File: src/design/wb_pkg.sv
package wb_pkg;

    // one bit per stage: pc, if, id, ex, mem, wb
    typedef logic [5:0] stall_t;

    typedef enum logic [3:0] {
        mem_none = 4'd0,
        mem_lb   = 4'd1,
        mem_lbu  = 4'd2,
        mem_lh   = 4'd3,
        mem_lhu  = 4'd4,
        mem_lw   = 4'd5,
        mem_sb   = 4'd6,
        mem_sh   = 4'd7,
        mem_sw   = 4'd8
    } mem_op_e;

    // result leaving the ex stage
    typedef struct packed {
        logic [4:0]  waddr;
        logic        we;
        logic [31:0] alu_result;
        logic [31:0] store_data;
        mem_op_e     mem_op;
        logic [31:0] hi;
        logic [31:0] lo;
        logic        whilo;
        logic        cp0_we;
        logic [4:0]  cp0_waddr;
        logic [31:0] cp0_wdata;
    } ex_mem_t;

    // result leaving the mem stage, consumed by writeback
    typedef struct packed {
        logic [4:0]  waddr;
        logic        we;
        logic [31:0] wdata;
        logic [31:0] hi;
        logic [31:0] lo;
        logic        whilo;
        logic        cp0_we;
        logic [4:0]  cp0_waddr;
        logic [31:0] cp0_wdata;
    } mem_wb_t;

    typedef struct packed {
        logic        valid;
        logic [4:0]  code;
        logic [31:0] pc;
        logic [31:0] bad_addr;
    } exc_t;

    // address error on load / store
    localparam logic [4:0] exc_adel = 5'd4;
    localparam logic [4:0] exc_ades = 5'd5;

    // cp0 register numbers
    localparam logic [4:0] cp0_badvaddr = 5'd8;
    localparam logic [4:0] cp0_status   = 5'd12;
    localparam logic [4:0] cp0_cause    = 5'd13;
    localparam logic [4:0] cp0_epc      = 5'd14;

endpackage
File: src/design/stage_reg.sv
`timescale 1ns/1ps

module stage_reg #(
    parameter type payload_t = logic [31:0],
    parameter int  STAGE     = 3
) (
    input  logic           clk,
    input  logic           rst_n,
    input  wb_pkg::stall_t stall,
    input  logic           flush,
    input  payload_t       d,
    output payload_t       q
);

    logic stall_here;
    logic stall_next;

    assign stall_here = stall[STAGE];
    assign stall_next = stall[STAGE+1];

    // bubble is the all-zero payload, every enable off
    always_ff @(posedge clk or negedge rst_n) begin
        if (!rst_n) begin
            q <= '0;
        end else if (flush) begin
            q <= '0;
        end else if (stall_here && !stall_next) begin
            // next stage moves on without us
            q <= '0;
        end else if (!stall_here) begin
            q <= d;
        end
    end

endmodule

File: config.mk
export PLATFORM = sky130hd
export DESIGN_NAME = stage_reg
export DESIGN_NICKNAME = d
export VERILOG_FILES = /design/src/design/wb_pkg.sv /design/src/design/stage_reg.sv
export SDC_FILE = /design/constraint.sdc
export NUM_CORES = 1
export LEC_CHECK = 0
export ABC_AREA = 1
export ABC_CLOCK_PERIOD_IN_PS = 800
export BUFFER_PORTS_ARGS = -buffer_cell sky130_fd_sc_hd__buf_4
export CORE_MARGIN = 2
export CORE_UTILIZATION = 46
export CTS_BUF_LIST = sky130_fd_sc_hd__clkbuf_8
export DETAILED_ROUTE_END_ITERATION = 7
export PLACE_DENSITY_LB_ADDON = 0.3
export SYNTH_ARGS = -nofsm -noshare
export SYNTH_HDL_FRONTEND = slang
export SYNTH_SLANG_ARGS = --single-unit
File: constraint.sdc
create_clock -name clk -period 0.8 [get_ports clk]
set_input_delay 0.08 -clock clk [delete_from_list [all_inputs] [get_ports clk]]
set_output_delay 0.08 -clock clk [all_outputs]
set_load 0.01 [all_outputs]
==> qor.txt <==
Die X -> 58.4 µm
post-synth cell types -> 8
Sinks on Clock Net -> 32
Biggest register -> q
outcome -> finished, violations left
CP bufs+invs -> 1
measured slew at the worst slew-check pin -> 0.401 ns
Clock Latency Late Sink -> 0.28 ns
CP Launch Type -> flip-flop
TNS Setup -> -2.86 ns
max reg flops -> 32
worst endpoint data arrival time -> 0.83 ns
normalized max-slew margin -> 73.3%
Peak VDD IR -> 1.94 mV
IO Pins -> 73
Worst Hold Depth -> 3
CTS tree -> done
FF-to-FF path depth -> 3
minimum clock period -> 0.907 ns
final net count -> 287
pre-CTS WS -> 0.0603 ns
area of the die -> 3400 µm²
Initial Utilization -> 48.9%
static leakage -> 1.33 nW
Worst Skew -> 0 ns
initial antenna violation count -> 0
H-Tree Depth -> 2
clk slew on worst S/H paths -> 0.07 ns
DP Area -> 1890 µm²
crit share post-route -> 113%
crit end category -> output pin
R2R setup slack -> -0.03 ns
post-synthesis net count -> 184
Die H -> 58.4 µm
CP Max Fanout -> 2
Max Cap Viol -> 0
critical path cell sequence -> buf_6
Cell Count, Final, Fillers Out -> 278
Worst Hold Path EP -> q[3]
worst hold start -> d[3]
critical path's slowest cell -> dfrtp_1
wire per inst -> 15.9 µm
biggest regs -> q (32)
FMAX -> 1100 MHz
post-DP HPWL -> 2470 µm
worst reg2reg endpoint -> q[19]
Core ar. -> 2780 µm²
vias in the first global route -> 1531
CP delay by family, top -> flip-flops
layout cell share with drive strength beyond 1 -> 41.7%
initial DRC count -> 72
# diodes -> 0
Cells after DPL -> 237
area delta synth->final -> 76.5%
row cnt -> 19
Critical Path RT -> 0.72 ns
grt ovf -> 0
Seq cells post-synth -> 32
maximum number of pins on one net before global-route repair -> 33
RSZ-0062 raised after global routing -> true
final setup fails -> 36
Port Buffers -> 68
kind of critical path -> reg2out
count of pins over their slew limit -> 0
Syn Area/Cell -> 9.50 µm²
Worst R2R Start -> q[19]
Max clock buf depth -> 2
total CTS buffers -> 5
Pre-antenna DRT Iters -> 4
DRC Markers -> 0
fin area -> 2400 µm²
Critical Path Max Stage Delay -> 0.41 ns
Pwr Density -> 1570 nW/µm²
Fin. Hold Viols -> 0
Clock Root Buffer -> clkbuf_8
gpl congestion -> 0.703
final worst slack -> -0.107 ns
total track usage -> 28.0%
violated checks -> setup timing
Via-to-Cell Ratio -> 5.28
Cell Area, Synth -> 1360 µm²
via count -> 1468
Routed Antenna Nets -> 0
cells after synthesis -> 143
first-pass GRT wire length -> 7060 µm
HP Class -> in2reg
drt total wl -> 4410 µm
Synth warnings -> 0
sequential area share after synthesis -> 58.9%
## cell families after synthesis
group	after synthesis	synth area share, %
DFF	32	58.9
and+or+nand+nor	97	33.9
buffers and inverters	14	7.18
## final cells by class
class | count | area [µm²]
clock buffers | 6 | 82.6
clock inverters | 2 | 10.0
fillers | 144 | 383
inverters | 1 | 3.75
multi-input cells | 97 | 460
flip-flops and latches | 32 | 801
well taps | 31 | 38.8
repair buffers | 109 | 1000
## timing repair
item / in CTS / in global routing
pin swaps: 0 / 7
gates resized for setup: 32 / 3
setup endpoints to repair: 32 / 43
hold endpoints to repair: 47 / 0
buffers inserted: 12 / 5
hold buffers: 16 / 0
## where the power goes
group | leakage [nW] | switching (mW) | internal [mW]
Combinational | 0.850 | 0.311 | 0.421
Clock | 0.0510 | 0.594 | 0.685
Sequential | 0.428 | 0.0617 | 1.70
## synthesized netlist by cell type, drive strengths merged
| cell type | n | share of area (%) |
|---|---|---|
| buf | 13 | 6.9 |
| dfrtp | 32 | 59 |
| inv | 1 | 0.28 |
| nand2 | 64 | 18 |
| nand4 | 32 | 15 |
| nor2 | 1 | 1.5 |
## metal layers
layer / global-route usage [%] / vias to the layer above / share of wire [%]
met5: 0 / - / 0
met4: 10.3 / 0 / 2.5
met3: 7.69 / 10 / 6.4
met1: 32.9 / 709 / 35
met2: 48.8 / 62 / 56
li1: - / 687 / -
## per-stage QoR
step           power, mW  utilization (%)  hold WS [ns]
3_5_place_dp        2.32             67.8        0.0389
4_1_cts             3.74             84.5      0.000639
6_report            3.77             86.2       0.00273
3_3_place_gp        2.30             67.8        0.0314
2_1_floorplan       1.98                -        -0.216
5_1_grt             3.91             86.2       0.00690
## worst max path at each step
stage                     startpoint    end  cells after the start  slack (ns)
after floorplan                 q[0]   q[0]                      2        0.15
after global routing           q[17]  q[17]                      1       -0.13
after CTS                       q[5]   q[5]                      1       -0.11
after global placement         flush  q[28]                      5        0.08
after detailed placement       flush   q[0]                      5        0.06
final                          q[17]  q[17]                      1       -0.11
## layout by cell type, fill, tap and decap left out
cell,n
clkbuf_8,6
clkinv_2,2
nand4_1,32
nand2_1,64
buf_4,57
buf_12,1
inv_2,1
buf_6,35
nor2_8,1
dlygate4sd3_1,16
dfrtp_1,32
(Power assumes the default switching activity.)
