## src/design/reg_file.sv

```systemverilog
`timescale 1ns/1ps

module reg_file (
    input  logic        clk,
    input  logic        rst_n,
    input  logic        we,
    input  logic [4:0]  waddr,
    input  logic [31:0] wdata,
    input  logic [4:0]  raddr_a,
    input  logic [4:0]  raddr_b,
    output logic [31:0] rdata_a,
    output logic [31:0] rdata_b
);

    logic [31:0] regs [32];

    always_ff @(posedge clk or negedge rst_n) begin
        if (!rst_n) begin
            for (int i = 0; i < 32; i++) begin
                regs[i] <= '0;
            end
        end else if (we && (waddr != 5'd0)) begin
            regs[waddr] <= wdata;
        end
    end

    // r0 hardwired to zero, no write bypass
    always_comb begin
        if (raddr_a == 5'd0) begin
            rdata_a = '0;
        end else begin
            rdata_a = regs[raddr_a];
        end
    end

    always_comb begin
        if (raddr_b == 5'd0) begin
            rdata_b = '0;
        end else begin
            rdata_b = regs[raddr_b];
        end
    end

endmodule

```

## config.mk

```make
export PLATFORM = sky130hd
export DESIGN_NAME = reg_file
export DESIGN_NICKNAME = d
export VERILOG_FILES = /design/src/design/reg_file.sv
export SDC_FILE = /design/constraint.sdc
export NUM_CORES = 2
export LEC_CHECK = 0
export ABC_CLOCK_PERIOD_IN_PS = 1400
export BUFFER_PORTS_ARGS = -buffer_cell sky130_fd_sc_hd__buf_4
export CAP_MARGIN = 20
export CORE_ASPECT_RATIO = 1.5
export CORE_MARGIN = 1
export CORE_UTILIZATION = 57
export CTS_CLUSTER_DIAMETER = 40
export DETAILED_ROUTE_END_ITERATION = 7
export GPL_ROUTABILITY_DRIVEN = 0
export PLACE_DENSITY_LB_ADDON = 0.05
export SLEW_MARGIN = 0
export SYNTH_ARGS = -nofsm -noshare
export SYNTH_HDL_FRONTEND = slang
export SYNTH_SLANG_ARGS = --single-unit
```

## constraint.sdc

```tcl
create_clock -name clk -period 1.4 [get_ports clk]
set_input_delay 0.07 -clock clk [delete_from_list [all_inputs] [get_ports clk]]
set_output_delay 0.07 -clock clk [all_outputs]
set_load 0.02 [all_outputs]
```

==> metrics.md <==
| Metric | Value |
|---|---|
| Status | `complete, but fails checks` |
| Violated checks | `setup timing` |
| Synth Net Count | `3,671` |
| I/O pins | `114` |
| Main combinational cell family by area after synthesis | `multiplexers` |
| Worst relative slew slack | `47.4%` |
| Cells after Synth | `3,621` |
| First-pass GRT wire length | `283,000 um` |
| Fmax | `391 MHz` |
| Max cap viols | `0` |
| Leading area contributor after synthesis | `dfrtp_1` |
| GRT Overall Usage | `41.2%` |
| Die H | `380 um` |
| Post-DP HPWL | `128,000 um` |
| CP delay by family, top | `multiplexers` |
| Initial antenna violation count | `7` |
| CP required | `1.33 ns` |
| Most numerous cell in the Yosys netlist | `mux2_2` |
| Top-area cell type share of the netlist area | `47.1%` |
| Htree depth | `4` |
| Slew at the pin closest to its max-slew limit | `0.788 ns` |
| Adder-cell share of the synthesized area | `0%` |
| Flops & latches, synth | `1,024` |
| # port buffers | `113` |
| Multi-input gate area | `28,900 um^2` |
| Routed WL | `194,000 um` |
| XOR/XNOR share of the synthesized area | `0%` |
| Vias in the first global route | `41,600` |
| Top flop regs | `regs (1024)` |
| Ys flop type | `dfrtp_1` |
| Place WS | `-0.834 ns` |
| Clk Tree Root Cell | `clkbuf_16` |
| Critical path peak fanout | `3` |
| Synth warn | `0` |
| CTS Buf Count | `134` |
| Leak | `0.0303 uW` |
| Starting Density | `57.6%` |
| Clk buf depth | `3` |
| Total grt overflow | `0` |
| CORE AREA | `94,400 um^2` |
| Crit path cell chain | `mux4_2 -> mux2_4 -> o21ai_4 -> a311oi_2 -> buf_4 -> buf_6` |
| Worst setup path category | `flop to primary output` |
| Synth Area in Compound Gates | `4.84%` |
| Max-slew violations | `0` |
| Worst path bufs/invs | `2` |
| First-pass iteration count of the detailed router | `6` |
| WL/cell | `35.3 um` |
| Die width | `254 um` |
| Pin count of the biggest net entering global routing | `81` |
| Min Tclk post-route | `2.56 ns` |
| Fraction of layout cells with a size suffix above 1 | `65.7%` |
| Max VDD drop | `1380 uV` |
| Fin cells | `5,482` |
| Post-route DRC | `0` |
| FFs w/ async S/R, synth | `100%` |
| Clk slew on worst S/H paths | `0.06 ns` |
| Routed vias | `38,500` |
| Sequential-to-total area share from yosys stat | `47.1%` |
| Setup crit end kind | `primary output` |
| Design Power | `98,200 uW` |
| Final setup vio count | `64` |
| Nets | `4,168` |
| Critical Path Source Type | `flop` |
| Final period util | `183%` |
| Flip-flop count of the largest register after layout | `1,024` |
| Data arrival time of the critical path | `2.49 ns` |
| Post-synth EDFFs | `0` |
| Final clock skew | `0 ns` |
| Fillers | `5,964` |
| Largest reg by FF count | `regs` |
| Commonest cells in the netlist | `1,046 x mux2_2, 1,024 x dfrtp_1, 448 x mux4_2, 221 x clkbuf_1, 172 x buf_2` |
| Crit-path slowest cell | `mux4_2` |
| # placed instances | `5,174` |
| Post-Syn Area per Cell | `15.0 um^2` |
| Vias per inst | `7.02` |
| Num rows | `138` |
| Slowest cell delay on critical path | `0.50 ns` |
| Post-Synth Simple-Gate Area | `1.61%` |
| CTS tree | `built` |
| Finished Core Util | `73.3%` |
| Die ar. | `96,600 um^2` |
| RSZ-0062 raised after global routing | `yes` |
| DR iter-0 viols | `3,745` |
| Post-detailed-route count of antenna-violating nets | `0` |
| Clock Latency Late Sink | `0.75 ns` |
| Final WS setup | `-1.16 ns` |
| PD cells | `1420 nW/um^2` |
| Dominant cells by area after synthesis | `dfrtp_1 47%, mux2_2 22%, mux4_2 19%, mux2i_1 2.4%, buf_2 1.6%` |
| Final hold vios | `0` |
| HP Class | `input port to flop` |
| Synth-to-Final Area Change | `27.4%` |
| Netlist Area Pre-Place | `54,400 um^2` |
| Synth cell types | `34` |
| Fin Setup TNS | `-65.65 ns` |
| Reg area | `25,600 um^2` |
| Mux share of post-synthesis cell area | `42.8%` |
| CTS sink cnt | `1,024` |
## worst reg2reg max path, cell delays in order (launching register included)
cell and delay (ns):
dfrtp_1 0.39, buf_4 0.14, buf_4 0.13, mux2_2 0.26
## per-stage QoR
stage | instance area, um^2 | hold slack [ns]
2_1_floorplan | 56000 | -0.226
3_3_place_gp | 62700 | 0.0358
3_5_place_dp | 62700 | 0.0168
4_1_cts | 68800 | 0.0144
5_1_grt | 69200 | 0.0354
6_report | 69200 | 0.0519
## power breakdown
part | leakage (uW) | switching (uW) | internal, uW
Sequential | 0.0131 | 4390 | 35300
Combinational | 0.0148 | 8980 | 13200
Clock | 0.00229 | 13800 | 22600
## cells by family after synthesis
logic type      Yosys count
buf+inv                 434
compound gates          366
simple gates            165
mux                    1632
flops                  1024
## cells in the final DEF, fill, tap and decap left out, drive strengths merged, types with 5 or more instances in the layout
cell / n
dlygate4sd3: 34
nor2b: 71
inv: 13
clkinvlp: 10
o2111ai: 18
a22oi: 64
nand2: 49
clkinv: 28
nand2b: 5
dfrtp: 1024
a211oi: 64
a311oi: 64
mux2i: 128
mux4: 448
a221oi: 46
clkbuf: 168
mux2: 1056
buf: 758
bufinv: 18
diode: 5
nor2: 19
o21ai: 110
## what timing repair did
action | CTS | global route
hold buffers | 35 | 0
pin swaps | 58 | 28
buffers inserted | 22 | 19
gates resized for setup | 230 | 56
hold endpoints to repair | 2016 | 0
endpoints found under the setup margin | 64 | 453
## per-layer routing
layer  vias to the layer above  part of all wire (%)  GRT usage [%]  wire [um]
met5                         -                 0.023              0         45
li1                      15100                     -              -          -
met2                      2104                    48           64.7      92900
met3                       741                   8.5           9.84      16500
met1                     20500                    36           50.8      69600
met4                         8                   7.5           27.0      14600
## final cells by class
type                            count  share of cell area, %
Antenna cell                        5                 0.0181
Clock buffer                      168                   5.47
Clock inverter                     67                   1.30
Inverter                            2                 0.0181
Multi-Input combinational cell   2163                   41.7
Sequential cell                  1024                   37.0
Tap cell                         1260                   2.28
Timing Repair Buffer              793                   12.2
## final timing paths
kind | startpoint | cells after the start | slack, ns | to
max in group asynchronous | rst_n | 4 | 0.43 | regs[1008]$_DFFE_PN0P_
worst max-delay path | regs[551]$_DFFE_PN0P_ | 6 | -1.16 | rdata_a[7]
worst min register to register | regs[1007]$_DFFE_PN0P_ | 0 | 0.39 | regs[1007]$_DFFE_PN0P_
worst min-delay path | waddr[1] | 5 | 0.05 | regs[216]$_DFFE_PN0P_
worst max register to register | regs[604]$_DFFE_PN0P_ | 3 | 0.37 | regs[604]$_DFFE_PN0P_
min in group asynchronous | rst_n | 3 | 0.09 | regs[916]$_DFFE_PN0P_
No activity file was read; power rests on OpenSTA's default activity.
