<file path="src/design/wb_pkg.sv">
package wb_pkg;

    // one bit per stage: pc, if, id, ex, mem, wb
    typedef logic [5:0] stall_t;

    typedef enum logic [3:0] {
        mem_none = 4'd0,
        mem_lb   = 4'd1,
        mem_lbu  = 4'd2,
        mem_lh   = 4'd3,
        mem_lhu  = 4'd4,
        mem_lw   = 4'd5,
        mem_sb   = 4'd6,
        mem_sh   = 4'd7,
        mem_sw   = 4'd8
    } mem_op_e;

    // result leaving the ex stage
    typedef struct packed {
        logic [4:0]  waddr;
        logic        we;
        logic [31:0] alu_result;
        logic [31:0] store_data;
        mem_op_e     mem_op;
        logic [31:0] hi;
        logic [31:0] lo;
        logic        whilo;
        logic        cp0_we;
        logic [4:0]  cp0_waddr;
        logic [31:0] cp0_wdata;
    } ex_mem_t;

    // result leaving the mem stage, consumed by writeback
    typedef struct packed {
        logic [4:0]  waddr;
        logic        we;
        logic [31:0] wdata;
        logic [31:0] hi;
        logic [31:0] lo;
        logic        whilo;
        logic        cp0_we;
        logic [4:0]  cp0_waddr;
        logic [31:0] cp0_wdata;
    } mem_wb_t;

    typedef struct packed {
        logic        valid;
        logic [4:0]  code;
        logic [31:0] pc;
        logic [31:0] bad_addr;
    } exc_t;

    // address error on load / store
    localparam logic [4:0] exc_adel = 5'd4;
    localparam logic [4:0] exc_ades = 5'd5;

    // cp0 register numbers
    localparam logic [4:0] cp0_badvaddr = 5'd8;
    localparam logic [4:0] cp0_status   = 5'd12;
    localparam logic [4:0] cp0_cause    = 5'd13;
    localparam logic [4:0] cp0_epc      = 5'd14;

endpackage
</file>
<file path="src/design/special_regs.sv">
`timescale 1ns/1ps

module special_regs (
    input  logic         clk,
    input  logic         rst_n,
    input  logic         whilo,
    input  logic [31:0]  hi_in,
    input  logic [31:0]  lo_in,
    input  logic         cp0_we,
    input  logic [4:0]   cp0_waddr,
    input  logic [31:0]  cp0_wdata,
    input  wb_pkg::exc_t exc_commit,
    input  logic         eret_commit,
    input  logic [4:0]   cp0_raddr,
    output logic [31:0]  hi,
    output logic [31:0]  lo,
    output logic [31:0]  cp0_rdata,
    output logic         exl
);

    import wb_pkg::*;

    logic [4:0]  exc_code;
    logic [31:0] epc;
    logic [31:0] badvaddr;

    always_ff @(posedge clk or negedge rst_n) begin
        if (!rst_n) begin
            hi <= '0;
            lo <= '0;
        end else if (whilo) begin
            hi <= hi_in;
            lo <= lo_in;
        end
    end

    // exception entry overrides any software write in the same cycle
    always_ff @(posedge clk or negedge rst_n) begin
        if (!rst_n) begin
            exl      <= 1'b0;
            exc_code <= '0;
            epc      <= '0;
            badvaddr <= '0;
        end else if (exc_commit.valid) begin
            exl      <= 1'b1;
            exc_code <= exc_commit.code;
            epc      <= exc_commit.pc;
            badvaddr <= exc_commit.bad_addr;
        end else begin
            if (cp0_we) begin
                case (cp0_waddr)
                    cp0_status: exl      <= cp0_wdata[1];
                    cp0_cause:  exc_code <= cp0_wdata[6:2];
                    cp0_epc:    epc      <= cp0_wdata;
                    default: begin
                    end
                endcase
            end
            if (eret_commit) begin
                exl <= 1'b0;
            end
        end
    end

    // exl sits at bit 1, exccode at bits 6:2
    always_comb begin
        case (cp0_raddr)
            cp0_badvaddr: cp0_rdata = badvaddr;
            cp0_status:   cp0_rdata = {30'b0, exl, 1'b0};
            cp0_cause:    cp0_rdata = {25'b0, exc_code, 2'b00};
            cp0_epc:      cp0_rdata = epc;
            default:      cp0_rdata = '0;
        endcase
    end

endmodule

</file>
<file path="config.mk">
export PLATFORM = sky130hd
export DESIGN_NAME = special_regs
export DESIGN_NICKNAME = d
export VERILOG_FILES = /design/src/design/wb_pkg.sv /design/src/design/special_regs.sv
export SDC_FILE = /design/constraint.sdc
export NUM_CORES = 1
export LEC_CHECK = 0
export BUFFER_PORTS_ARGS = -buffer_cell sky130_fd_sc_hd__buf_2
export CAP_MARGIN = 20
export CORE_MARGIN = 2
export CORE_UTILIZATION = 30
export DETAILED_ROUTE_END_ITERATION = 8
export PLACE_DENSITY = 0.63
export SLEW_MARGIN = 10
export SYNTH_ARGS = -nofsm -noshare
export SYNTH_HDL_FRONTEND = slang
export SYNTH_SLANG_ARGS = --single-unit
</file>
<file path="constraint.sdc">
create_clock -name clk -period 1.15 [get_ports clk]
set_clock_uncertainty 0.2 [all_clocks]
set_input_delay 0.1725 -clock clk [delete_from_list [all_inputs] [get_ports clk]]
set_output_delay 0.1725 -clock clk [all_outputs]
set_load 0.05 [all_outputs]
</file>
==> results of run 1 <==
-- stage by stage --
stage | hold slack (ps) | total power [mW] | utilization, % | cell area (um^2) | setup WS, ps
detailed placement | -141 | 8.23 | 42.7 | 8360 | -659
global route | -6.25 | 15.2 | 59.2 | 11600 | -670
CTS | -30.9 | 14.6 | 58.6 | 11500 | -623
global placement | -149 | 8.19 | 42.7 | 8360 | -616
floorplan | -323 | 7.25 | - | 6470 | -524
finish | -19.0 | 14.6 | 59.3 | 11600 | -615
-- logic make-up after synthesis --
kind of cell / Yosys count
DFF: 134
and+or+nand+nor: 99
muxes: 97
buffers and inverters: 77
AOI/OAI and AO/OA: 71
-- cell type report --
class                   count  area share, %
diodes                      2         0.0431
clock buffers              17           3.66
clock inverters            15           1.39
inverters                  37           1.22
multi-input cells         268           22.9
flip-flops and latches    134           29.6
well taps                 265           2.86
repair buffers            501           38.3
-- state kept, by name (all words and copies together), names as in the netlist --
name and flops:
hi 32, exl 1, badvaddr 32, lo 32
exc_code 5, epc 32
-- how the worst min path moves through the flow --
stage                   endpoint      startpoint  slack [ps]  depth (start not counted)
finish                   epc[10]  exc_commit[69]         -20                          2
global route        badvaddr[10]           rst_n          -6                          2
CTS                 badvaddr[10]           rst_n         -30                          2
detailed placement  badvaddr[10]           rst_n        -140                          1
global placement    badvaddr[10]           rst_n        -150                          1
floorplan            badvaddr[0]           rst_n        -320                          0
-- layout by cell type (no fill, tap or decap), types with 3 or more instances in the layout --
master         synthesis  routed
inv_6                  0       4
a221o_2                1       5
nor2b_1                8       5
inv_2                  0       5
dfrtp_1              134      69
nand3_2                0       5
inv_8                  0       5
nand3_1               11       6
clkbuf_16              0      17
dlygate4sd3_1          0     167
buf_2                 22     175
inv_1                 37      31
nand4b_1              27      27
dfrtp_2                0      65
nand2_1               37      37
a22o_4                 0      26
o311ai_1              32      36
buf_12                 0      12
clkinv_8               0       3
mux2_2                96      96
buf_8                  0      32
buf_6                  3      73
buf_4                  1      40
nor3_1                 6       5
-- power by group through the flow --
stage	clock network, mW	registers [mW]	logic, mW
after CTS	5.53	5.57	3.49
after floorplan	0	6.36	0.886
after global routing	5.78	5.64	3.80
after global placement	0	5.58	2.61
final	5.42	5.60	3.62
after detailed placement	0	5.59	2.64
-- worst max-delay path, cell delays in order (launching register included) --
cell     delay [ps]
dfrtp_1         380
inv_2            70
nor3_1           50
a221o_2         320
buf_8           160
-- timing repair --
action                     4_1_cts  5_1_grt
cloned                           3        1
pin swaps                       15       18
buffers inserted                 7       10
hold endpoints to repair       268        5
setup endpoints to repair       98      111
resized for setup              232       22
-- metal layers --
metal  part of all wire (%)  vias to the layer above  GRT usage, %  wire, um
met3                    5.7                       35          5.92      1380
li1                       -                     2728             -         -
met2                     49                      250          37.8     12000
met5                      0                        -             0         0
met4                    1.6                        0          5.88       395
met1                     43                     2980          27.6     10400
==> impl_metrics.csv, run 1 <==
group,metric,value,unit
route,drt_wl_total,24200,um
yosys,synthDominantAreaCellType,"dfrtp_1",
place,dpl.cell_count,1019,
place,dp_hpwl,13900,um
pwr,sw_frac_of_total,32.4,%
place,gp_congestion,0.752,
sta,grt_setup_unrepaired,"true",
worst_setup_path,crit_start,"exc_code[2]",
grt,number_of_antenna_violations_at_the_first_check_in_global_routing,2,
pwr,share_comb_of_total_power,24.7,%
final_layout,finalNonFillerCells,1239,
worst_setup_path,path_class,"reg2out",
final_layout,area_taken_by_multi_input_logic_gates,2660,um^2
yosys,yosysWarningCount,0,
yosys,synth_enable_flop_cells,0,
yosys,synth_flop_cell,"dfrtp_1",
worst_setup_path,cp-endpoint,"cp0_rdata[4]",
sta,max_slew_margin,76.4,%
sta,worst-slew-pin-transition,354,ps
worst_setup_path,timing.reg2reg.setup_slack,-170,ps
final_layout,register_area,3430,um^2
yosys,main_combinational_cell_family_by_area_after_synthesis,"multiplexers",
clocking,worst_path_clk_slew,70,ps
worst_setup_path,crit_required,780,ps
sta,final.period_utilization,153,%
clocking,cts_tree,"yes",
pwr,clkPwrFrac,37.1,%
yosys,syn_area_per_cell,12.6,um^2
worst_setup_path,worst_setup_path_end_kind,"primary output",
yosys,post_synthesis_cells,478,
clocking,cts.root.buffer_cell,"clkbuf_16",
pwr,power_density,1260,nW/um^2
sta,post-route-min-period,1770,ps
sta,final_max_slew_violation_count,0,
floorplan,fp-row-count,51,
worst_hold_path,hold_path_class,"in2reg",
yosys,synth.lib_cells_used.distinct,29,
clocking,cts_buffers,17,
sta,finalSetupViolCount,98,
grt,maximum_number_of_pins_on_one_net_before_global_route_repair,48,
pwr,switchingPower,4.74,mW
route,dr.first_iter.drc_count,190,
pwr,irDropWorstVdd,969,uV
route,routedWlPerCell,19.5,um
yosys,synth-simple-area-share,10.1,%
sta,worst_hold_slack,-19.0,ps
job,max_cap_viols,0,
grt,grt_pass1_vias,6541,
yosys,post_synth_mux_area_share,18.1,%
outcome,status,"complete, but fails checks",
clocking,tritoncts_num_sinks,134,
route,drt_drc_violations_left,0,
floorplan,die-area,21200,um^2
worst_setup_path,worst_r2r_startpoint,"exl",
floorplan,die_w,146,um
final_layout,num-fill-cells,1463,
yosys,synth_nets,659,
final_layout,final_layout_size_suffix_gt1_share,60.0,%
grt,grt_usage,22.1,%
yosys,synth-xor-area-share,0,%
grt,grt_overflow_total,0,
route,vias_per_cell,4.84,
outcome,failing_checks,"hold timing, setup timing",
sta,setup_tns,-30580,ps
yosys,synthAdderAreaFrac,0,%
yosys,mappedNetlistArea,6020,um^2
clocking,h-tree-depth,4,
pwr,share_seq_of_total_power,38.2,%
yosys,yosysTopAreaCellShare,55.7,%
place,buffer_ports.inserted,277,
yosys,yosys.cell_count.top_type,"dfrtp_1",
route,drt_pre_antenna_iters,4,
sta,fmax,566,MHz
floorplan,design.core.area,19600,um^2
route,antenna_violation_net_count_after_detailed_routing,0,
yosys,synth.cells.most_frequent,"134 x dfrtp_1, 96 x mux2_2, 37 x inv_1, 37 x nand2_1, 32 x o311ai_1",
final_layout,area_growth_from_synthesis_to_final_layout,92.7,%
clocking,maximum_buffer_depth_of_the_clock_tree,2,
floorplan,floorplan.initialDensity,30.7,%
yosys,ys_ff_latch,134,
pwr,total_leakage_power,5.29,nW
pwr,pint,9.90,mW
worst_setup_path,r2r-end,"exl",
worst_setup_path,worst-r2r-cell-count,5,
route,detailroute.via_count,5993,
grt,grt_pass1_wl,36700,um
yosys,synth-compound-area-share,10.4,%
yosys,synthArstFlopShare,100,%
worst_setup_path,crit_path_max_fanout,2,
final_layout,final_nets,1140,
worst_setup_path,arrival,1390,ps
worst_setup_path,timing.critical_path.from_type,"flop",
floorplan,io-pin-count,278,
sta,worst_slack,-615,ps
sta,hold_viol_final,8,
floorplan,die-height,146,um
yosys,sequential_share_of_the_synthesized_area,55.7,%
clocking,clock_latency_on_the_worst_skew_pair,410,ps
yosys,synth.area.top_cells,"dfrtp_1 56%, mux2_2 18%, o311ai_1 4.7%",
clocking,cts_hold_repair.buffers,168,
Power figures use the tool's default switching activity.
==> inputs of run 2 (changes only) <==
- CELL_PAD_IN_SITES_DETAIL_PLACEMENT: not set -> 1
- CELL_PAD_IN_SITES_GLOBAL_PLACEMENT: not set -> 2
- CORE_UTILIZATION: 30 -> 26
- PLACE_DENSITY: 0.63 -> 0.81
==> run 2 against run 1 <==
Net effect:
- the run ends with setup timing left
- sequential share of layout area down 0.68 points
- sequential cell count unchanged
- die area up 15%
- cell count up 3.2%
- combinational power up 4%
- wire length up 16%
- hold slack better by 31 ps
- count of clock-buffer cells in the layout up 1
- sequential power about the same
- register-to-register slack about the same
- largest power group is now clock
- highest routed layer unchanged
==> impl_metrics.csv, run 2 (synthesized netlist as in run 1, its figures left out) <==
group,metric,value,unit
job,max_cap_viols,0,
final_layout,final_nets,1159,
final_layout,final_layout_size_suffix_gt1_share,61.5,%
pwr,switchingPower,4.71,mW
clocking,maximum_buffer_depth_of_the_clock_tree,2,
route,drt_drc_violations_left,0,
floorplan,die-height,156,um
place,buffer_ports.inserted,277,
sta,post-route-min-period,1800,ps
route,routedWlPerCell,22.0,um
sta,max_slew_margin,76.9,%
clocking,h-tree-depth,4,
grt,grt_pass1_vias,7037,
clocking,cts_buffers,17,
clocking,clock_latency_on_the_worst_skew_pair,410,ps
worst_setup_path,crit_path_max_fanout,2,
floorplan,floorplan.initialDensity,26.5,%
pwr,power_density,1290,nW/um^2
worst_setup_path,slowest_stage,"dfrtp_1",
floorplan,die_w,156,um
worst_hold_path,hold_path_class,"in2async",
place,dp_hpwl,15200,um
final_layout,num-fill-cells,2326,
final_layout,final_core_utilization,52.4,%
pwr,pint,10.6,mW
route,antenna_violation_net_count_after_detailed_routing,0,
sta,final_max_slew_violation_count,0,
worst_setup_path,arrival,1430,ps
route,drt_pre_antenna_iters,4,
grt,number_of_antenna_violations_at_the_first_check_in_global_routing,4,
route,detailroute.via_count,6103,
final_layout,final_cell_area,11900,um^2
grt,grt_pass1_wl,41100,um
worst_setup_path,crit_path_cell_trace,"inv_2 > nor3_2 > a221o_2 > buf_6",
sta,hold_viol_final,0,
final_layout,commonest_non_fill_non_tap_cell_in_the_layout,"buf_2",
place,dpl_cell_area,8460,um^2
sta,grt_setup_unrepaired,"true",
clocking,tritoncts_num_sinks,134,
pwr,share_comb_of_total_power,24.7,%
worst_setup_path,crit_required,780,ps
sta,setup_tns,-30110,ps
floorplan,die-area,24400,um^2
floorplan,io-pin-count,278,
outcome,failing_checks,"setup timing",
final_layout,area_growth_from_synthesis_to_final_layout,97.4,%
route,drt_wl_total,28100,um
place,gp_congestion,0.801,
grt,maximum_number_of_pins_on_one_net_before_global_route_repair,33,
floorplan,design.core.area,22700,um^2
grt,grt_usage,22.2,%
pwr,irDropWorstVdd,768,uV
route,dr.first_iter.drc_count,215,
worst_setup_path,path_depth,4,
sta,finalSetupViolCount,98,
pwr,clkPwrFrac,38.4,%
worst_setup_path,timing.critical_path.from_type,"flop",
grt,grt_overflow_total,0,
worst_setup_path,worst-r2r-cell-count,5,
sta,final.period_utilization,157,%
outcome,status,"complete, but fails checks",
route,vias_per_cell,4.77,
pwr,share_seq_of_total_power,36.8,%
pwr,total_leakage_power,5.41,nW
worst_setup_path,worstPathBufferInverterCount,2,
clocking,cts.root.buffer_cell,"clkbuf_16",
worst_setup_path,cp_delay_by_family_top,"flip-flops",
clocking,worst_path_clk_slew,70,ps
pwr,report.power.total,15.3,mW
sta,fmax,555,MHz
floorplan,fp-row-count,55,
worst_setup_path,path_class,"reg2out",
worst_setup_path,worst_setup_path_end_kind,"primary output",
clocking,cts_tree,"yes",
sta,worst-slew-pin-transition,340,ps
worst_setup_path,critical-path-max-stage-delay,380,ps
pwr,sw_frac_of_total,30.8,%
place,place_worst_setup_slack,-644,ps
final_layout,layout_common_cells,"175 x buf_2, 167 x dlygate4sd3_1, 96 x mux2_2",
sta,worst_slack,-650,ps
run 2: cell count changes in the layout (fill, tap and decap cells not counted), sizes merged:
cell / previous run / this run
clkinvlp: 1 / 2
clkinv: 5 / 2
diode: 2 / 3
bufinv: 0 / 3
buf: 334 / 352
inv: 46 / 44
clkbuf: 17 / 19
run 2: final cells by class:
type | instances | area, um^2 | share of cell area, %
timing repair buffer | 520 | 4630 | 39.0
multi-input combinational | 268 | 2700 | 22.7
clock buffer | 18 | 429 | 3.61
clock inverter | 14 | 191 | 1.61
antenna | 3 | 7.51 | 0.0631
inverter | 37 | 139 | 1.17
tap | 285 | 357 | 3.00
sequential | 134 | 3440 | 28.9
run 2: repair_timing:
action,4_1_cts,5_1_grt
cloned,4,2
hold buffers,167,0
endpoints found under the setup margin,99,108
pin swaps,10,10
endpoints found under the hold margin,268,0
setup buffers,9,18
gates resized for setup,234,23
run 2: stage by stage:
| stage | hold slack (ps) | std cells |
|---|---|---|
| floorplan | -323 | 478 |
| global placement | -116 | 1046 |
| detailed placement | -116 | 1046 |
| CTS | 0.226 | 1257 |
| global route | 12.1 | 1279 |
| finish | 11.5 | 1279 |
run 2: final timing paths:
kind / startpoint / end / slack, ps
setup / recovery: exc_code[3] / cp0_rdata[5] / -650
hold / removal: rst_n / epc[19] / 10
setup reg to reg: exl / exl / -180
hold reg to reg: badvaddr[4] / badvaddr[4] / 320
max in group asynchronous: rst_n / lo[15] / 270
min in group clk: cp0_wdata[3] / exc_code[1] / 30
run 2: layer usage:
layer	GRT usage, %	vias up	part of all wire, %
li1	-	2758	-
met1	25.1	3064	39
met2	40.0	242	52
met3	5.75	39	5.7
met4	8.26	0	2.5
met5	0	-	0
run 2: worst reg2reg max path: cells and delay by family (launching register included):
family / cells / cell delay (ps)
buffers and inverters: 2 / 240
and+or+nand+nor: 1 / 60
DFF: 1 / 420
AOI/OAI and AO/OA: 2 / 300
run 2: power groups by stage:
| stage | clock, mW | combinational (mW) | sequential (mW) |
|---|---|---|---|
| 2_1_floorplan | 0 | 0.886 | 6.36 |
| 3_3_place_gp | 0 | 2.64 | 5.60 |
| 3_5_place_dp | 0 | 2.69 | 5.61 |
| 4_1_cts | 6.02 | 3.56 | 5.59 |
| 5_1_grt | 6.22 | 3.98 | 5.68 |
| 6_report | 5.88 | 3.78 | 5.63 |
