**src/design/wb_pkg.sv**
```systemverilog
package wb_pkg;

    // one bit per stage: pc, if, id, ex, mem, wb
    typedef logic [5:0] stall_t;

    typedef enum logic [3:0] {
        mem_none = 4'd0,
        mem_lb   = 4'd1,
        mem_lbu  = 4'd2,
        mem_lh   = 4'd3,
        mem_lhu  = 4'd4,
        mem_lw   = 4'd5,
        mem_sb   = 4'd6,
        mem_sh   = 4'd7,
        mem_sw   = 4'd8
    } mem_op_e;

    // result leaving the ex stage
    typedef struct packed {
        logic [4:0]  waddr;
        logic        we;
        logic [31:0] alu_result;
        logic [31:0] store_data;
        mem_op_e     mem_op;
        logic [31:0] hi;
        logic [31:0] lo;
        logic        whilo;
        logic        cp0_we;
        logic [4:0]  cp0_waddr;
        logic [31:0] cp0_wdata;
    } ex_mem_t;

    // result leaving the mem stage, consumed by writeback
    typedef struct packed {
        logic [4:0]  waddr;
        logic        we;
        logic [31:0] wdata;
        logic [31:0] hi;
        logic [31:0] lo;
        logic        whilo;
        logic        cp0_we;
        logic [4:0]  cp0_waddr;
        logic [31:0] cp0_wdata;
    } mem_wb_t;

    typedef struct packed {
        logic        valid;
        logic [4:0]  code;
        logic [31:0] pc;
        logic [31:0] bad_addr;
    } exc_t;

    // address error on load / store
    localparam logic [4:0] exc_adel = 5'd4;
    localparam logic [4:0] exc_ades = 5'd5;

    // cp0 register numbers
    localparam logic [4:0] cp0_badvaddr = 5'd8;
    localparam logic [4:0] cp0_status   = 5'd12;
    localparam logic [4:0] cp0_cause    = 5'd13;
    localparam logic [4:0] cp0_epc      = 5'd14;

endpackage
```
**src/design/pipe_ctrl.sv**
```systemverilog
`timescale 1ns/1ps

module pipe_ctrl (
    input  logic           clk,
    input  logic           rst_n,
    input  logic           stall_req_ex,
    input  logic           stall_req_mem,
    input  wb_pkg::exc_t   exc,
    input  logic           eret,
    input  logic           exl,
    output wb_pkg::stall_t stall,
    output logic           flush,
    output wb_pkg::exc_t   exc_commit,
    output logic           eret_commit
);

    import wb_pkg::*;

    logic exc_accept;
    logic exc_taken_q;

    // mem request freezes everything up to mem, wb keeps draining
    always_comb begin
        stall = '0;
        if (stall_req_mem) begin
            stall[4:0] = 5'b11111;
        end else if (stall_req_ex) begin
            stall[3:0] = 4'b1111;
        end
    end

    // exl is set at the flush edge, the guard covers the edge case right after
    assign exc_accept = exc.valid && !exl && !exc_taken_q;

    always_ff @(posedge clk or negedge rst_n) begin
        if (!rst_n) begin
            exc_taken_q <= 1'b0;
        end else begin
            exc_taken_q <= exc_accept;
        end
    end

    always_comb begin
        exc_commit = '0;
        if (exc_accept) begin
            exc_commit = exc;
        end
    end

    // exception wins over a simultaneous eret
    assign eret_commit = eret && !exc_accept;
    assign flush       = exc_accept || eret;

endmodule

```
**config.mk**
```make
export PLATFORM = sky130hd
export DESIGN_NAME = pipe_ctrl
export DESIGN_NICKNAME = d
export VERILOG_FILES = /design/src/design/wb_pkg.sv /design/src/design/pipe_ctrl.sv
export SDC_FILE = /design/constraint.sdc
export NUM_CORES = 1
export LEC_CHECK = 0
export BUFFER_PORTS_ARGS = -buffer_cell sky130_fd_sc_hd__buf_2
export CAP_MARGIN = 20
export CORE_ASPECT_RATIO = 0.75
export CORE_MARGIN = 5
export CORE_UTILIZATION = 23
export CTS_BUF_LIST = sky130_fd_sc_hd__clkbuf_2
export DETAILED_ROUTE_END_ITERATION = 8
export PLACE_DENSITY = 0.92
export SYNTH_ARGS = -nofsm -noshare
export SYNTH_HDL_FRONTEND = slang
export SYNTH_SLANG_ARGS = --single-unit
```
**constraint.sdc**
```tcl
create_clock -name clk -period 2.3 [get_ports clk]
set_input_delay 0.345 -clock clk [delete_from_list [all_inputs] [get_ports clk]]
set_output_delay 0.345 -clock clk [all_outputs]
set_load 0.02 [all_outputs]
```
==> reports/results.tsv, run 1 <==
metric	value	unit
run status	completed	
RePlAce Congestion	0.721	
final net count	308	
antenna violations before repair	0	
pwr dens	193	nW/um2
Site Rows	15	
top cell types by occurrence after synthesis	and2_1 (69), buf_4 (6), clkbuf_2 (6)	
Finished Cell Area	1320	um2
vias per std cell	3.86	
number of synthesized flops with an enable pin	0	
total die area	3640	um2
worst-path maximum fanout	45	
final critical-path setup slack	0.656	ns
number of vias after detailed routing	1018	
vias in the first global route	989	
startpoint type of the worst setup path	input pin	
DR iter-0 viols	8	
fraction of the cycle the final worst path needs	0.715	
maximum resistive drop on vdd	137	uV
biggest area contributors in the synthesized netlist	and2_1 (74%), buf_4 (7.8%), clkbuf_2 (5.2%)	
largest area contributor in the synthesized netlist	and2_1	
overall power of the completed layout	0.255	mW
overall fraction of global-route tracks in use	0.142	
Total Negative Setup Slacks	0	ns
count of nets left with antenna violations after detail routing	0	
final max-slew violation count	0	
Final setup violation count	0	
wire length of the first global-routing pass	4170	um
class of the most critical hold timing path	in2async	
cell area after synthesis	581	um2
fraction of layout instances using a drive strength above 1	0.683	
number of fill cells in the layout	233	
proportion of synthesized chip area in sequential cells	0.0431	
Wirelength per Cell	11.3	um
Min Clock Period, post-route	1.64	ns
Post-Synthesis Cells	88	
Placement Cell Area	1320	um2
DRC viols	0	
Fin. Hold Viols	0	
height of the chip	53.5	um
achievable clock frequency	608	MHz
Routed WL	2990	um
effective utilization at floorplan	0.247	
Initial DRT Pass Iterations	5	
worst setup timing slack at the placement stage	0.640	ns
register ranked first by flip-flop count	exc_taken_q	
Post-Synthesis Mean Instance Area	6.60	um2
Final Hold Slack	0.120	ns
nets in the synthesized netlist	164	
post-layout util	0.564	
top flop regs	exc_taken_q (1)	
width of the die	68.0	um
Static Leakage	0.928	nW
RSZ-0062 raised after global routing	false	
Worst Clk Skew	0	ns
buffers inserted during post-CTS setup optimization	0	
input/output buffers	152	
final HPWL from detailed placement	2740	um
non-filler cells in the finished layout	264	
count of distinct cell types in the synthesized netlist	9	
top-area cell type share of the netlist area	0.744	
number of cells upsized or downsized after cts	0	
Max-Cap Viols	0	
total of warnings raised by yosys	0	
flip-flop cell with the highest count after synthesis	dfrtp_1	
Core Region	2350	um2
Skew-Pair Late Insertion Delay	0	ns
synthesis-stage register bit count	1	
instance count after placement with tap cells included	264	
area overhead of the layout relative to synthesis	128	%
clock transition at the register clock pins on the worst setup and hold paths after CTS	0	ns
flip-flop count of the largest register after layout	1	
boundary pin count	154	
required time of the worst setup path	1.96	ns
most common cell in the netlist	and2_1	
final global-route overflow total	0	
largest net degree at the start of global routing	46	
CP endpoint kind	output pin	
number of antenna cells inserted	0	
fraction of registers with async set or reset after synthesis	1.00	
arrival time reported for the critical path endpoint	1.30	ns
worst setup path category	in2out	
CTS Hold Buffers Added	0	
## final timing paths
path                       slack (ns)  depth (start not counted)             end        start
max                              0.66                          5  exc_commit[49]          exl
min                              0.12                          1     exc_taken_q        rst_n
max reg2reg                      1.63                          1     exc_taken_q  exc_taken_q
min reg2reg                      0.48                          1     exc_taken_q  exc_taken_q
max in group asynchronous        2.10                          1     exc_taken_q        rst_n
min in group clk                 0.48                          1     exc_taken_q  exc_taken_q
## power by group
group	internal [mW]	switching [mW]
registers	0.0189	0.000942
clock network	0	0
logic	0.108	0.128
total	0.127	0.128
## final cells by class
| type | count | area, um2 | area share |
|---|---|---|---|
| multi-input combinational | 75 | 480 | 0.363 |
| sequential | 1 | 25.0 | 0.0189 |
| tap | 34 | 42.5 | 0.0321 |
| timing repair buffer | 154 | 776 | 0.586 |
## worst max-delay path, cell delays in order
cell,delay (ns)
buf_2,0.12
nor3b_4,0.17
buf_4,0.31
and2_1,0.17
buf_2,0.16
## cells by family after synthesis
logic type / synth area share
flip-flops: 0.0431
AND/OR/NAND/NOR: 0.821
other: 0.00646
buffers and inverters: 0.129
## placed cells by master (no fill, tap or decap), drive strengths merged
cell type  instances
nor3b              2
conb               1
dfrtp              1
nor2b              1
buf              154
and2              69
or2                2
## layer usage
layer,part of all wire,up-vias,routed length (um),GRT usage
met5,0,-,0,0
met1,0.31,404,926,0.134
li1,-,538,-,-
met2,0.52,76,1560,0.312
met4,0,0,0,0
met3,0.17,0,498,0.0425
Note: power is estimated with default switching activity, not from simulation.
==> run 2: changes to the inputs <==
- ABC_AREA: not set -> 1
- CORE_UTILIZATION: 23 -> 25
- PLACE_DENSITY: 0.92 -> 0.82
- clock period: 2.3 -> 1.44 ns (I/O delays scaled with it)
==> run 2 against run 1 <==
Net effect: total power is 95% higher; clock skew stayed put; routed wire length rose by 0.87%; synthesized area increased by 52%; setup slack lost 0.48 ns; via count up 25%; largest cell class unchanged.
==> reports/results.tsv, run 2 <==
metric	value	unit	change
worst-path maximum fanout	18		-60%
Worst Clk Skew	0	ns	unchanged
Routed WL	3010	um	+0.87%
biggest cell delay along the critical path	0.33	ns	+0.02 ns
nets in the synthesized netlist	238		+45%
Static Leakage	1.28	nW	+38%
register ranked first by flip-flop count	exc_taken_q		
width of the die	78.7	um	+16%
worst setup path category	reg2out		
RePlAce Congestion	0.692		-4.0%
Post-Synthesis Cells	162		+84%
antenna violations before repair	0		unchanged
RSZ-0062 raised after global routing	false		
run status	completed		
Total Negative Setup Slacks	0	ns	unchanged
top flop regs	exc_taken_q (1)		
pwr dens	305	nW/um2	+58%
flip-flop count of the largest register after layout	1		unchanged
biggest area contributors in the synthesized netlist	nor2_2 (47%), inv_1 (32%), buf_6 (8.9%)		
overall fraction of global-route tracks in use	0.110		-0.0323
achievable clock frequency	791	MHz	
area overhead of the layout relative to synthesis	85.0	%	
vias per std cell	3.69		-4.4%
largest area contributor in the synthesized netlist	nor2_2		
wire length of the first global-routing pass	4570	um	+9.6%
Final setup violation count	0		unchanged
Top Family by Delay on Critical Path	buffers and inverters		
final net count	384		+25%
number of buffer and inverter instances along the worst setup path	3		unchanged
Max-Cap Viols	0		unchanged
required time of the worst setup path	1.22	ns	-0.74 ns
class of the most critical hold timing path	in2async		
boundary pin count	154		unchanged
maximum resistive drop on vdd	147	uV	+7.2%
Core Region	3360	um2	+43%
final max-slew violation count	0		unchanged
Wirelength per Cell	8.71	um	-23%
CP endpoint kind	output pin		
final HPWL from detailed placement	2800	um	+2.2%
final global-route overflow total	0		unchanged
largest net degree at the start of global routing	29		-37%
input/output buffers	152		unchanged
number of vias after detailed routing	1276		+25%
DR iter-0 viols	14		+6
startpoint type of the worst setup path	register		
total of warnings raised by yosys	0		unchanged
arrival time reported for the critical path endpoint	1.05	ns	-0.25 ns
height of the chip	61.5	um	+15%
number of cells upsized or downsized after cts	0		unchanged
Reg-to-Reg Start	exc_taken_q		
cells along the critical path	inv_1 -> nand3_4 -> buf_4 -> nor2_1 -> buf_2		
fraction of layout instances using a drive strength above 1	0.732		+0.0494
total die area	4840	um2	+33%
Skew-Pair Late Insertion Delay	0	ns	unchanged
fraction of registers with async set or reset after synthesis	1.00		unchanged
master of the slowest instance on the critical path	dfrtp_1		
effective utilization at floorplan	0.264		+0.0161
flip-flop cell with the highest count after synthesis	dfrtp_1		
flop2flop setup slack	0.60	ns	-1.03 ns
Site Rows	18		+3
clock transition at the register clock pins on the worst setup and hold paths after CTS	0	ns	unchanged
Fin. Hold Viols	0		unchanged
top-area cell type share of the netlist area	0.474		-0.270
fraction of the cycle the final worst path needs	0.878		
count of distinct cell types in the synthesized netlist	10		+1
proportion of synthesized chip area in sequential cells	0.0283		-0.0148
most common cell in the netlist	inv_1		
Initial DRT Pass Iterations	2		-3
post-layout util	0.488		-0.0766
count of nets left with antenna violations after detail routing	0		unchanged
top cell types by occurrence after synthesis	inv_1 (75), nor2_2 (67), buf_6 (7)		
vias in the first global route	1201		+21%
number of antenna cells inserted	0		unchanged
Min Clock Period, post-route	1.26	ns	
DRC viols	0		unchanged
CP startpoint	exc_taken_q		
Post-Synthesis Mean Instance Area	5.46	um2	-17%
commonest non-fill, non-tap cells in the layout	buf_2 (152), inv_1 (75), nor2_2 (67)		
most frequent standard cell in the layout excluding fill and tap cells	buf_2		
synthesis-stage register bit count	1		unchanged
cell area after synthesis	885	um2	+52%
number of synthesized flops with an enable pin	0		unchanged
run 2: cell count changes after synthesis:
cell,before,now
nor2_2,0,67
buf_6,0,7
nand3_4,0,1
buf_4,6,5
nor2_1,0,2
nand2_1,0,2
and2_1,69,0
nor3b_1,1,0
or2_2,2,1
nor3b_4,1,0
nor2b_1,1,0
inv_1,0,75
clkbuf_2,6,0
run 2: path summary, 6_finish.rpt:
| check | end | depth (start not counted) |
|---|---|---|
| worst max-delay path | exc_commit[1] | 5 |
| worst min-delay path | exc_taken_q | 2 |
| worst max register to register | exc_taken_q | 4 |
| worst min register to register | exc_taken_q | 4 |
| max in group asynchronous | exc_taken_q | 2 |
| min in group clk | stall[4] | 2 |
run 2: where the power goes:
part	internal, mW	switching (mW)	leakage, nW
registers	0.0301	0.000301	0.0131
logic	0.188	0.280	1.27
clock network	0	0	0
total	0.218	0.281	1.28
run 2: cell families (layout without fill, tap and decap cells):
group | Yosys count | count (layout) | share of synthesized area
buf+inv | 87 | 231 | 0.450
simple gates | 73 | 73 | 0.518
other cells | 1 | 1 | 0.00424
flops | 1 | 1 | 0.0283
run 2: final cells by class:
cell class              instances  area [um2]
multi-input cells              74         462
fillers                       343        1720
inverters                      75         282
flip-flops and latches          1        25.0
well taps                      40        50.0
repair buffers                156         818
run 2: routing by layer:
metal,wire [um],vias to the layer above,track usage
met5,0,-,0
met4,0,0,0
met3,443,0,0.0292
met2,1620,76,0.242
met1,952,514,0.111
li1,-,686,-
run 2: stage by stage:
stage / cell area, um2 / setup slack (ns) / hold WS, ns / power [mW] / std cells
after detailed placement: 1630 / 0.160 / -0.00891 / 0.504 / 345
final: 1640 / 0.176 / 0.533 / 0.499 / 346
after floorplan: 885 / 0.291 / -0.0796 / 0.328 / 162
after CTS: 1640 / 0.157 / 0.539 / 0.507 / 346
after global routing: 1640 / 0.102 / 0.552 / 0.549 / 346
after global placement: 1630 / 0.205 / -0.00916 / 0.496 / 345
run 2: timing repair:
action	in CTS	in global routing
endpoints found under the setup margin	0	0
endpoints found under the hold margin	1	0
buffers inserted	0	0
hold buffers	1	0
==> run 3: changes to the inputs <==
- ABC_AREA: 1 -> not set
- CORE_UTILIZATION: 25 -> 19
==> run 3 against run 2 <==
Net effect: core utilization fell by 0.43 points; register-to-register slack improved by 0.17 ns; total power fell by 12%; highest routed layer unchanged; first-iteration DRC count rose by 100%; hold slack got worse by 0.11 ns; sequential cell count did not move; sequential share of layout area rose by 0.23 points; final cell count fell by 21%; die area fell by 12%; largest power group unchanged.
==> reports/results.tsv, run 3 (same netlist as run 1, synthesis figures left out) <==
metric	value	unit	change
run status	completed		
height of the chip	57.9	um	-5.9%
Storage cell area	25.0	um2	unchanged
number of vias after detailed routing	1070		-16%
RePlAce Congestion	0.735		+6.3%
DR iter-0 viols	28		+14
achievable clock frequency	714	MHz	-9.7%
Final setup violation count	0		unchanged
overall power of the completed layout	0.440	mW	-12%
final net count	314		-18%
RSZ-0062 raised after global routing	true		
Worst Clk Skew	0	ns	unchanged
largest net degree at the start of global routing	40		+38%
overall fraction of global-route tracks in use	0.114		+0.00358
Static Leakage	0.971	nW	-24%
width of the die	73.8	um	-6.2%
DRC viols	0		unchanged
number of fill cells in the layout	314		-8.5%
flip-flop count of the largest register after layout	1		unchanged
post-layout util	0.483		-0.00432
fraction of the cycle the final worst path needs	0.972		+0.0942
worst-path maximum fanout	19		+1
Skew-Pair Late Insertion Delay	0	ns	unchanged
total die area	4270	um2	-12%
worst setup path category	in2out		
vias per std cell	3.91		+5.9%
input/output buffers	152		unchanged
count of nets left with antenna violations after detail routing	0		unchanged
wire length of the first global-routing pass	4120	um	-9.9%
final critical-path setup slack	0.0400	ns	-0.136 ns
pwr dens	310	nW/um2	+1.8%
number of antenna cells inserted	0		unchanged
Max-Cap Viols	0		unchanged
Core Region	2940	um2	-13%
antenna violations before repair	0		unchanged
top flop regs	exc_taken_q (1)		
Wirelength per Cell	11.4	um	+30%
maximum resistive drop on vdd	186	uV	+26%
boundary pin count	154		unchanged
Min Clock Period, post-route	1.40	ns	+0.136 ns
final max-slew violation count	0		unchanged
arrival time reported for the critical path endpoint	1.18	ns	+0.13 ns
final HPWL from detailed placement	2700	um	-3.4%
area of the multi-input gates	480	um2	+4.1%
required time of the worst setup path	1.22	ns	about the same
Routed WL	3110	um	+3.3%
Initial DRT Pass Iterations	4		+2
register ranked first by flip-flop count	exc_taken_q		
worst setup timing slack at the placement stage	-0.0369	ns	-0.197 ns
fraction of layout instances using a drive strength above 1	0.686		-0.0456
most frequent standard cell in the layout excluding fill and tap cells	buf_2		
startpoint type of the worst setup path	input pin		
commonest non-fill, non-tap cells in the layout	buf_2 (150), and2_1 (69), buf_4 (5)		
clock transition at the register clock pins on the worst setup and hold paths after CTS	0	ns	unchanged
CP endpoint kind	output pin		
area overhead of the layout relative to synthesis	144	%	
vias in the first global route	902		-25%
Fin. Hold Viols	0		unchanged
effective utilization at floorplan	0.198		-0.0658
final global-route overflow total	0		unchanged
class of the most critical hold timing path	in2reg		
Site Rows	17		-1
==> run 3: changes by cell type in the layout (fill, tap and decap cells not counted), moves of 4 or more <==
cell,delta
inv_1,-75
buf_4,+4
and2_1,+69
nor2_2,-67
==> run 3: worst max-delay path, cell delays in order <==
cell       delay [ns]
buf_2            0.10
nor3b_4          0.14
buf_4            0.15
clkbuf_16        0.16
or2_2            0.28
buf_6            0.13
==> run 3: through the flow <==
stage / TNS [ns] / hold WS, ns / cells / cell area, um2
after detailed placement: -0.377 / -0.00819 / 269 / 1350
after floorplan: 0 / -0.0796 / 88 / 581
after global routing: -0.146 / 0.453 / 274 / 1420
after global placement: 0 / -0.00751 / 269 / 1350
final: 0 / 0.426 / 274 / 1420
after CTS: 0 / 0.429 / 270 / 1360
==> run 3: timing repair <==
action / 4_1_cts / 5_1_grt
setup buffers: 0 / 2
resized for setup: 1 / 5
hold buffers: 1 / 0
pin swaps: 0 / 1
gates cloned: 0 / 2
setup endpoints to repair: 24 / 69
hold endpoints to repair: 1 / 0
==> run 3: worst paths after layout <==
| path | end | slack, ns | start | cells after the start |
|---|---|---|---|---|
| worst max-delay path | flush | 0.04 | exc[69] | 6 |
| worst min-delay path | exc_taken_q | 0.43 | exl | 2 |
| worst max register to register | exc_taken_q | 0.77 | exc_taken_q | 1 |
| worst min register to register | exc_taken_q | 0.48 | exc_taken_q | 1 |
| max in group asynchronous | exc_taken_q | 0.83 | rst_n | 2 |
| min in group asynchronous | exc_taken_q | 0.52 | rst_n | 2 |
==> run 3: layout make-up <==
| class | count | area share |
|---|---|---|
| Multi-Input combinational cell | 75 | 0.339 |
| Sequential cell | 1 | 0.0176 |
| Tap cell | 38 | 0.0335 |
| Timing Repair Buffer | 160 | 0.610 |
==> run 3: layer usage <==
metal	GRT usage	wire length, um	up-vias
met3	0.0243	457	0
met1	0.132	1060	458
met4	0	0	0
met2	0.223	1600	63
li1	-	-	549
met5	0	0	-
==> run 3: power by group <==
part           total, mW  switching (mW)  internal (mW)
sequential        0.0317         0.00155         0.0302
combinational      0.409           0.212          0.197
clock                  0               0              0
total              0.440           0.213          0.227
